--- config.mk ---
export PLATFORM = sky130hd
export DESIGN_NAME = vm16_core
export DESIGN_NICKNAME = d
export VERILOG_FILES = /design/src/logic/vm16_pkg.sv /design/src/logic/vm16_decoder.sv /design/src/logic/vm16_alu.sv /design/src/logic/vm16_regfile.sv /design/src/logic/vm16_bram.sv /design/src/logic/vm16_mmu.sv /design/src/logic/vm16_core.sv
export SDC_FILE = /design/constraint.sdc
export NUM_CORES = 2
export LEC_CHECK = 0
export BUFFER_PORTS_ARGS = -buffer_cell sky130_fd_sc_hd__buf_2
export CORE_MARGIN = 1
export CORE_UTILIZATION = 40
export CTS_CLUSTER_DIAMETER = 100
export DETAILED_ROUTE_END_ITERATION = 7
export GPL_TIMING_DRIVEN = 0
export SLEW_MARGIN = 25
export SYNTH_ARGS = -nofsm -noshare
export SYNTH_HDL_FRONTEND = slang
export SYNTH_SLANG_ARGS = --single-unit
--- constraint.sdc ---
create_clock -name clk -period 14.2 [get_ports clk]
set_clock_uncertainty 0.15 [all_clocks]
set_input_delay 4.26 -clock clk [delete_from_list [all_inputs] [get_ports clk]]
set_output_delay 4.26 -clock clk [all_outputs]
set_load 0.005 [all_outputs]
--- src/logic/vm16_pkg.sv ---
// ******************************
// vm16 widths, encodings and memory map
// imported by the RTL and the testbench
// ******************************
package vm16_pkg;

    localparam int WORD_W    = 16;
    localparam int REG_SEL_W = 3;
    localparam int NUM_REGS  = 8;

    // memory map: data addresses below the scratch depth stay local,
    // everything else becomes an APB transfer
    localparam int DEFAULT_IMEM_DEPTH    = 64;
    localparam int DEFAULT_SCRATCH_DEPTH = 64;

    typedef logic [WORD_W-1:0]    word_t;
    typedef logic [WORD_W-1:0]    instr_t;
    typedef logic [REG_SEL_W-1:0] reg_sel_t;

    // major opcodes, bits 15..11 of the instruction
    typedef enum logic [4:0] {
        OP_NOP     = 5'h00,
        OP_LW      = 5'h01,
        OP_SW      = 5'h02,
        OP_BIT     = 5'h03,
        OP_MOV     = 5'h04,
        OP_MOVI    = 5'h05,
        OP_ARITH_U = 5'h07,
        OP_HALT    = 5'h0c
    } opcode_t;

    typedef enum logic [3:0] {
        ALU_NOP    = 4'h0,
        ALU_PASS_B = 4'h1,
        ALU_OR     = 4'h2,
        ALU_XOR    = 4'h3,
        ALU_AND    = 4'h4,
        ALU_NOT    = 4'h5,
        ALU_LSHFT  = 4'h6,
        ALU_RSHFT  = 4'h7,
        ALU_ADD    = 4'h8,
        ALU_SUB    = 4'h9
    } alu_op_t;

    // sub-functions in simm5 for OP_BIT
    localparam logic [4:0] FN_BIT_OR    = 5'h00;
    localparam logic [4:0] FN_BIT_XOR   = 5'h01;
    localparam logic [4:0] FN_BIT_AND   = 5'h02;
    localparam logic [4:0] FN_BIT_NOT   = 5'h03;
    localparam logic [4:0] FN_BIT_LSHFT = 5'h04;
    localparam logic [4:0] FN_BIT_RSHFT = 5'h05;

    // sub-functions in simm5 for OP_ARITH_U
    // add-immediate only needs bit 4 clear, imm4 sits in the low bits
    localparam logic [4:0] FN_ARITH_UADDI = 5'b00000;
    localparam logic [4:0] FN_ARITH_USUB  = 5'b10000;
    localparam logic [4:0] FN_ARITH_UADD  = 5'b11111;

endpackage

--- src/logic/vm16_decoder.sv ---
// ******************************
// instruction field split and control decode
// ******************************
`timescale 1ns/1ps

module vm16_decoder (
    input  vm16_pkg::instr_t   instr,
    output vm16_pkg::reg_sel_t rd,
    output vm16_pkg::reg_sel_t ra,
    output logic [7:0]         imm8,
    output logic [3:0]         imm4,
    output logic [4:0]         simm5,
    output vm16_pkg::alu_op_t  alu_op,
    output logic               has_imm4,
    output logic               has_imm8,
    output logic               has_we,
    output logic               has_mem,
    output logic               has_mem_we,
    output logic               halt
);
    import vm16_pkg::*;

    opcode_t opcode;

    assign opcode = opcode_t'(instr[15:11]);
    assign rd     = instr[10:8];
    assign ra     = instr[7:5];
    assign imm8   = instr[7:0];
    assign simm5  = instr[4:0];
    assign imm4   = instr[3:0];

    always_comb begin
        alu_op = ALU_NOP;
        case (opcode)
            // moves and memory ops all want operand b unchanged
            OP_MOV, OP_MOVI, OP_LW, OP_SW: alu_op = ALU_PASS_B;
            OP_BIT: begin
                case (simm5)
                    FN_BIT_OR:    alu_op = ALU_OR;
                    FN_BIT_XOR:   alu_op = ALU_XOR;
                    FN_BIT_AND:   alu_op = ALU_AND;
                    FN_BIT_NOT:   alu_op = ALU_NOT;
                    FN_BIT_LSHFT: alu_op = ALU_LSHFT;
                    FN_BIT_RSHFT: alu_op = ALU_RSHFT;
                    default:      alu_op = ALU_NOP;
                endcase
            end
            OP_ARITH_U: begin
                if (simm5[4] == FN_ARITH_UADDI[4]) begin
                    alu_op = ALU_ADD;
                end else if (simm5 == FN_ARITH_UADD) begin
                    alu_op = ALU_ADD;
                end else if (simm5 == FN_ARITH_USUB) begin
                    alu_op = ALU_SUB;
                end
            end
            default: alu_op = ALU_NOP;
        endcase
    end

    // unknown sub-functions decode to NOP and must not write rd
    always_comb begin
        case (opcode)
            OP_MOV, OP_MOVI, OP_LW: has_we = 1'b1;
            OP_BIT, OP_ARITH_U:     has_we = (alu_op != ALU_NOP);
            default:                has_we = 1'b0;
        endcase
    end

    assign has_imm4   = (opcode == OP_ARITH_U) && (simm5[4] == FN_ARITH_UADDI[4]);
    assign has_imm8   = (opcode == OP_MOVI);
    assign has_mem    = (opcode == OP_LW) || (opcode == OP_SW);
    assign has_mem_we = (opcode == OP_SW);
    assign halt       = (opcode == OP_HALT);

endmodule

--- src/logic/vm16_alu.sv ---
// ******************************
// combinational ALU, unsigned only
// ******************************
`timescale 1ns/1ps

module vm16_alu (
    input  vm16_pkg::alu_op_t op,
    input  vm16_pkg::word_t   a,
    input  vm16_pkg::word_t   b,
    output vm16_pkg::word_t   c
);
    import vm16_pkg::*;

    always_comb begin
        case (op)
            // moves, and the address operand of LW/SW
            ALU_PASS_B: c = b;
            ALU_OR:     c = a | b;
            ALU_XOR:    c = a ^ b;
            ALU_AND:    c = a & b;
            ALU_NOT:    c = ~b;
            // shift amount is the whole of b
            ALU_LSHFT:  c = a << b;
            ALU_RSHFT:  c = a >> b;
            ALU_ADD:    c = a + b;
            ALU_SUB:    c = a - b;
            default:    c = '0;
        endcase
    end

endmodule

--- src/logic/vm16_regfile.sv ---
// ******************************
// 8 x 16 register file
// one async read port, one sync write port
// ******************************
`timescale 1ns/1ps

module vm16_regfile (
    input  logic               clk,
    input  logic               reset,
    input  vm16_pkg::reg_sel_t rs,
    output vm16_pkg::word_t    rd,
    input  logic               we,
    input  vm16_pkg::reg_sel_t ws,
    input  vm16_pkg::word_t    wd
);
    import vm16_pkg::*;

    word_t regs [NUM_REGS];

    always_ff @(posedge clk) begin
        if (reset) begin
            for (int i = 0; i < NUM_REGS; i++) begin
                regs[i] <= '0;
            end
        end else if (we) begin
            regs[ws] <= wd;
        end
    end

    assign rd = regs[rs];

endmodule

--- src/logic/vm16_bram.sv ---
// ******************************
// single-port sync RAM
// output register holds its value on writes
// ******************************
`timescale 1ns/1ps

module vm16_bram #(
    parameter int depth = vm16_pkg::DEFAULT_SCRATCH_DEPTH
) (
    input  logic                     clk,
    input  logic [$clog2(depth)-1:0] addr,
    input  vm16_pkg::word_t          wdata,
    input  logic                     we,
    output vm16_pkg::word_t          rdata
);
    import vm16_pkg::*;

    word_t mem [depth];

    always_ff @(posedge clk) begin
        if (we) begin
            mem[addr] <= wdata;
        end else begin
            rdata <= mem[addr];
        end
    end

endmodule

--- src/logic/vm16_mmu.sv ---
// ******************************
// data address decode: scratch RAM below
// scratch_depth, APB master above it
// ******************************
`timescale 1ns/1ps

module vm16_mmu #(
    parameter int scratch_depth = vm16_pkg::DEFAULT_SCRATCH_DEPTH
) (
    input  logic            clk,
    input  logic            reset,
    input  logic            req,
    output logic            busy,
    input  vm16_pkg::word_t addr,
    input  vm16_pkg::word_t wdata,
    input  logic            we,
    output vm16_pkg::word_t rdata,
    output vm16_pkg::word_t paddr,
    output logic            pwrite,
    output logic            psel,
    output logic            penable,
    output vm16_pkg::word_t pwdata,
    input  vm16_pkg::word_t prdata,
    input  logic            pready
);
    import vm16_pkg::*;

    localparam int scratch_aw = $clog2(scratch_depth);

    typedef enum logic [1:0] {
        ST_IDLE,
        ST_SETUP,
        ST_ACCESS
    } apb_state_t;

    apb_state_t state;
    logic       is_scratch;
    logic       scratch_we;
    logic       apb_start;
    logic       apb_done;
    logic       last_scratch;
    word_t      scratch_rdata;
    word_t      apb_rdata;

    assign is_scratch = (addr < word_t'(scratch_depth));
    assign scratch_we = req && is_scratch && we;
    assign apb_start  = (state == ST_IDLE) && req && !is_scratch;
    assign apb_done   = (state == ST_ACCESS) && pready;

    // busy drops in the last cycle of the access;
    // rdata is valid from the following cycle on
    assign busy  = req || (state == ST_SETUP) || ((state == ST_ACCESS) && !pready);
    assign rdata = last_scratch ? scratch_rdata : apb_rdata;

    // remember which side served the request
    always_ff @(posedge clk) begin
        if (reset) begin
            last_scratch <= 1'b0;
        end else if (req) begin
            last_scratch <= is_scratch;
        end
    end

    // APB master: idle -> setup -> access (waits on pready)
    always_ff @(posedge clk) begin
        if (reset) begin
            state   <= ST_IDLE;
            psel    <= 1'b0;
            penable <= 1'b0;
            pwrite  <= 1'b0;
        end else begin
            case (state)
                ST_IDLE: begin
                    if (apb_start) begin
                        psel   <= 1'b1;
                        pwrite <= we;
                        state  <= ST_SETUP;
                    end
                end
                ST_SETUP: begin
                    penable <= 1'b1;
                    state   <= ST_ACCESS;
                end
                ST_ACCESS: begin
                    if (pready) begin
                        psel    <= 1'b0;
                        penable <= 1'b0;
                        pwrite  <= 1'b0;
                        state   <= ST_IDLE;
                    end
                end
                default: state <= ST_IDLE;
            endcase
        end
    end

    // address and data held for the whole transfer
    always_ff @(posedge clk) begin
        if (apb_start) begin
            paddr  <= addr;
            pwdata <= wdata;
        end
        if (apb_done) begin
            apb_rdata <= prdata;
        end
    end

    vm16_bram #(
        .depth (scratch_depth)
    ) scratch (
        .clk   (clk),
        .addr  (addr[scratch_aw-1:0]),
        .wdata (wdata),
        .we    (scratch_we),
        .rdata (scratch_rdata)
    );

endmodule

--- src/logic/vm16_core.sv ---
// ******************************
// vm16 multi-cycle core, top level
// imem is loaded through the load port during reset
// ******************************
`timescale 1ns/1ps

module vm16_core #(
    parameter int imem_depth    = vm16_pkg::DEFAULT_IMEM_DEPTH,
    parameter int scratch_depth = vm16_pkg::DEFAULT_SCRATCH_DEPTH
) (
    input  logic                          clk,
    input  logic                          reset,
    input  logic                          imem_we,
    input  logic [$clog2(imem_depth)-1:0] imem_addr,
    input  vm16_pkg::instr_t              imem_data,
    output vm16_pkg::word_t               paddr,
    output logic                          pwrite,
    output logic                          psel,
    output logic                          penable,
    output vm16_pkg::word_t               pwdata,
    input  vm16_pkg::word_t               prdata,
    input  logic                          pready,
    output logic                          halted
);
    import vm16_pkg::*;

    localparam int imem_aw = $clog2(imem_depth);

    typedef enum logic [2:0] {
        S_FETCH,
        S_OP1,
        S_OP2,
        S_MEM,
        S_WB,
        S_HALTED
    } cpu_state_t;

    cpu_state_t         state;
    logic [imem_aw-1:0] pc;
    logic [imem_aw-1:0] imem_rd_addr;
    logic               imem_load;
    word_t              imem_rdata;
    instr_t             instr;
    reg_sel_t           dec_rd;
    reg_sel_t           dec_ra;
    logic [7:0]         imm8;
    logic [3:0]         imm4;
    logic [4:0]         simm5;
    alu_op_t            alu_op;
    logic               has_imm4;
    logic               has_imm8;
    logic               has_we;
    logic               has_mem;
    logic               has_mem_we;
    logic               halt;
    reg_sel_t           rs;
    word_t              reg_rdata;
    word_t              op_a;
    word_t              op_b;
    word_t              alu_c;
    word_t              mem_addr;
    word_t              mem_rdata;
    word_t              wb_data;
    logic               reg_we;
    logic               mem_req;
    logic               mem_busy;

    // load port only acts under reset; it must go quiet one cycle
    // before reset drops so the first fetch reads word 0
    assign imem_load    = imem_we && reset;
    assign imem_rd_addr = imem_load ? imem_addr : pc;

    // single read port: rd in operand 1, ra in operand 2
    assign rs       = (state == S_OP2) ? dec_ra : dec_rd;
    assign mem_addr = alu_c + {{11{simm5[4]}}, simm5};
    assign wb_data  = has_mem ? mem_rdata : alu_c;
    assign reg_we   = has_we && (state == S_WB);
    assign halted   = (state == S_HALTED);

    always_ff @(posedge clk) begin
        if (reset) begin
            state   <= S_FETCH;
            pc      <= '0;
            instr   <= '0;
            mem_req <= 1'b0;
        end else begin
            case (state)
                S_FETCH: begin
                    instr <= imem_rdata;
                    state <= S_OP1;
                end
                S_OP1: begin
                    state <= halt ? S_HALTED : S_OP2;
                end
                S_OP2: begin
                    // pc sticks at the last word
                    if (pc != imem_aw'(imem_depth - 1)) begin
                        pc <= pc + 1'b1;
                    end
                    if (has_mem) begin
                        mem_req <= 1'b1;
                        state   <= S_MEM;
                    end else begin
                        state <= S_WB;
                    end
                end
                S_MEM: begin
                    mem_req <= 1'b0;
                    if (!mem_busy) begin
                        state <= S_WB;
                    end
                end
                S_WB:     state <= S_FETCH;
                S_HALTED: state <= S_HALTED;
                default:  state <= S_FETCH;
            endcase
        end
    end

    // operand latches
    always_ff @(posedge clk) begin
        if (state == S_OP1) begin
            op_a <= reg_rdata;
        end
        if (state == S_OP2) begin
            if (has_imm8) begin
                op_b <= {8'h00, imm8};
            end else if (has_imm4) begin
                op_b <= reg_rdata + {12'h000, imm4};
            end else begin
                op_b <= reg_rdata;
            end
        end
    end

    vm16_bram #(
        .depth (imem_depth)
    ) imem (
        .clk   (clk),
        .addr  (imem_rd_addr),
        .wdata (imem_data),
        .we    (imem_load),
        .rdata (imem_rdata)
    );

    vm16_decoder decoder (
        .instr      (instr),
        .rd         (dec_rd),
        .ra         (dec_ra),
        .imm8       (imm8),
        .imm4       (imm4),
        .simm5      (simm5),
        .alu_op     (alu_op),
        .has_imm4   (has_imm4),
        .has_imm8   (has_imm8),
        .has_we     (has_we),
        .has_mem    (has_mem),
        .has_mem_we (has_mem_we),
        .halt       (halt)
    );

    vm16_regfile regfile (
        .clk   (clk),
        .reset (reset),
        .rs    (rs),
        .rd    (reg_rdata),
        .we    (reg_we),
        .ws    (dec_rd),
        .wd    (wb_data)
    );

    vm16_alu alu (
        .op (alu_op),
        .a  (op_a),
        .b  (op_b),
        .c  (alu_c)
    );

    // store data is the rd operand
    vm16_mmu #(
        .scratch_depth (scratch_depth)
    ) mmu (
        .clk     (clk),
        .reset   (reset),
        .req     (mem_req),
        .busy    (mem_busy),
        .addr    (mem_addr),
        .wdata   (op_a),
        .we      (has_mem_we),
        .rdata   (mem_rdata),
        .paddr   (paddr),
        .pwrite  (pwrite),
        .psel    (psel),
        .penable (penable),
        .pwdata  (pwdata),
        .prdata  (prdata),
        .pready  (pready)
    );

endmodule

==> metrics.yaml <==
synth_cells: 5514
syn_avg_cell_area_sq_um: 16.4
cts_setup_buffers: 0
yosysTopAreaCellShare_pct: 76.0
grt_start_max_net_pins: 65
final_util_pct: 47.3
holdPathStages: 2
fmaxAchievable_mhz: 98.0
grt.met1_usage_pct: 39.8
antenna_found_initial: 36
worst_path_max_delay_cell: "clkbuf_1"
cap_violations: 0
cts_root_buffer: "clkbuf_16"
tns_ps: 0
fp.dieH_um: 477
end_kind: "register"
clock_latency_ps: 890
dp_cells: 8817
setup_viol: 0
required_ps: 14560
routed_via_density: 6.49
path_clk_slew_ps: 60
met2_usage_pct: 44.5
ys_warn_count: 0
cts-buffers-inserted: 229
synth_commonest_cells: "edfxtp_1 (2288), a22oi_1 (778), nor2_1 (316), nand2_1 (271), clkbuf_1 (267)"
ioPinCount: 78
maxSlewViolCount: 0
crit_path_max_fanout: 25
synthArstFlopShare_pct: 0
grtUsageMet3_pct: 8.83
postRouteAntennaNets: 0
cts_hold_buf: 0
top_usage_layer: "met2"
syn_nets: 5627
ys.flop_type: "edfxtp_1"
relSlewSlack_pct: 12.4
grt_pass1_vias: 55400
synth_edf_count: 2288
drtIter0Drc: 10600
dieArea_sq_um: 228000
first_pass_iters: 8
p_leak_nw: 33.6
critPathKind: "input port to register"
yosysTopAreaCell: "edfxtp_1"
irDropWorstVdd_v: 0.000294
critPathLaunchType: "input port"
status: "finished, final reports clean"
min_path_type: "register to register"
r2r_cells: 23
min_period_ps: 10210
port-buffer-count: 77
die_x_um: 477
synth.distinct_cells: 90
cp_data_arrival_time_ps: 10560
cts-resized-gates: 0
hold_viol: 0
vias: 60200
path_cells: "buf_2, and2_1, buf_2, inv_1, buf_2, a21oi_2, clkbuf_1, nor2_2, clkbuf_1, clkbuf_1, nand2_1, nor2_4"
core-area_sq_um: 225000
hpwlAfterDp_um: 234000
grt_use_total_pct: 30.1
post_route_cells_drive_above_1_share_pct: 17.1
hold_ws_ps: 356
rows: 174
clock_sinks: 2320
cts_max_level: 4
start_util_pct: 40.2
cts.path.max_buffers: 3
power.density_nw_per_um2: 196
fin_crit_sh_pct: 71.9
synth_area_leaders: "edfxtp_1 (76%), a22oi_1 (6.5%), a41oi_1 (1.4%)"
fin_cells: 9273
cts_tree: "yes"
wl_um: 350000
synth_most_common_cell: "edfxtp_1"
gp_congestion: 1.03
grt_pass1_wl_um: 470000
drc: 0
routedWlPerCell_um: 37.8
fin_nets: 6172
worst_slew_pin_slew_ps: 1300
yosysSeqAreaShare_pct: 76.7
syn_area_sq_um: 90400
ys_ff_latch: 2320
cpPeakStageDelay_ps: 950
overflow: 0
syn_to_final_growth_pct: 17.6
rsz0062_at_grt: "no"
[logic make-up after synthesis]
| group | count (synthesis) | synth area share, % |
|---|---|---|
| adders and majority gates | 71 | 1.01 |
| DFF | 2320 | 76.7 |
| muxes | 128 | 2.06 |
| AOI/OAI and AO/OA | 1585 | 13.1 |
| and+or+nand+nor | 933 | 4.79 |
| xor gates and xnor gates | 48 | 0.473 |
| buffers and inverters | 429 | 1.91 |
[per-stage QoR]
step	worst slack, ps	total power, W	instance area (sq um)
6_report	3990	0.0209	106000
5_1_grt	4100	0.0211	106000
4_1_cts	4190	0.0206	106000
3_5_place_dp	3250	0.0145	98500
3_3_place_gp	2150	0.0141	94500
2_1_floorplan	6410	0.0110	90400
[routing by layer]
metal / routed length [um] / vias to the layer above
met3: 46200 / 890
met1: 129000 / 30600
li1: - / 23800
met2: 154000 / 4780
met4: 21900 / 16
met5: 120 / -
[final timing paths]
kind	start	to	slack, ps
min reg2reg	imem.rdata[11]	instr[11]	360
max	reset	imem.mem[57][9]	3990
min	imem.rdata[11]	instr[11]	360
max reg2reg	op_b[0]	mmu.scratch.rdata[3]	4450
[state kept, by name, summed over array words and instances (netlist names), 16 cells and up]
signal and flops:
imem.mem 1024, imem.rdata 16, instr 16, mmu.apb_rdata 16, mmu.paddr 16, mmu.pwdata 16, mmu.scratch.mem 1024, mmu.scratch.rdata 16
op_a 16, op_b 16, regfile.regs 128
[power by group]
group          switching (W)  internal, W  leakage [nW]
clock                0.00270      0.00353          3.73
combinational        0.00495      0.00160          8.78
sequential          0.000131      0.00798          21.1
[cell usage in the layout, fill, tap and decap left out, types with 41 or more instances in the layout]
cell type	synthesis	final
nand3_1	44	44
clkbuf_16	0	230
a22o_1	84	84
clkinv_2	0	42
ha_1	68	68
a41oi_1	146	144
a31oi_1	75	72
a222oi_1	41	41
mux2i_1	70	70
inv_1	68	67
o21ai_0	78	78
a22oi_1	778	778
buf_8	0	77
nor3_2	13	52
nor2_1	316	249
clkinv_1	3	55
clkbuf_1	267	196
edfxtp_1	2288	2288
nand2_1	271	271
nor2_4	0	54
buf_2	25	113
a21oi_1	151	150
nor3_1	93	41
buf_4	3	109
a221oi_1	69	69
clkbuf_2	1	118
nor4_1	58	51
buf_6	10	58
[cell type report]
class,instances,area (sq um)
Fill cell,19000,118000
Clock buffer,277,5950
Tap cell,2992,3740
Clock inverter,152,1740
Timing Repair Buffer,314,3370
Buffer,354,1630
Multi-Input combinational cell,2765,20200
Sequential cell,2320,69300
Inverter,75,282
Antenna cell,24,60.1
[critical path: cells and delay by family]
family	cells	cell delay [ps]
buffers and inverters	7	3130
AOI/OAI and AO/OA	1	370
and+or+nand+nor	4	2740
Note: power is estimated with default switching activity, not from simulation.
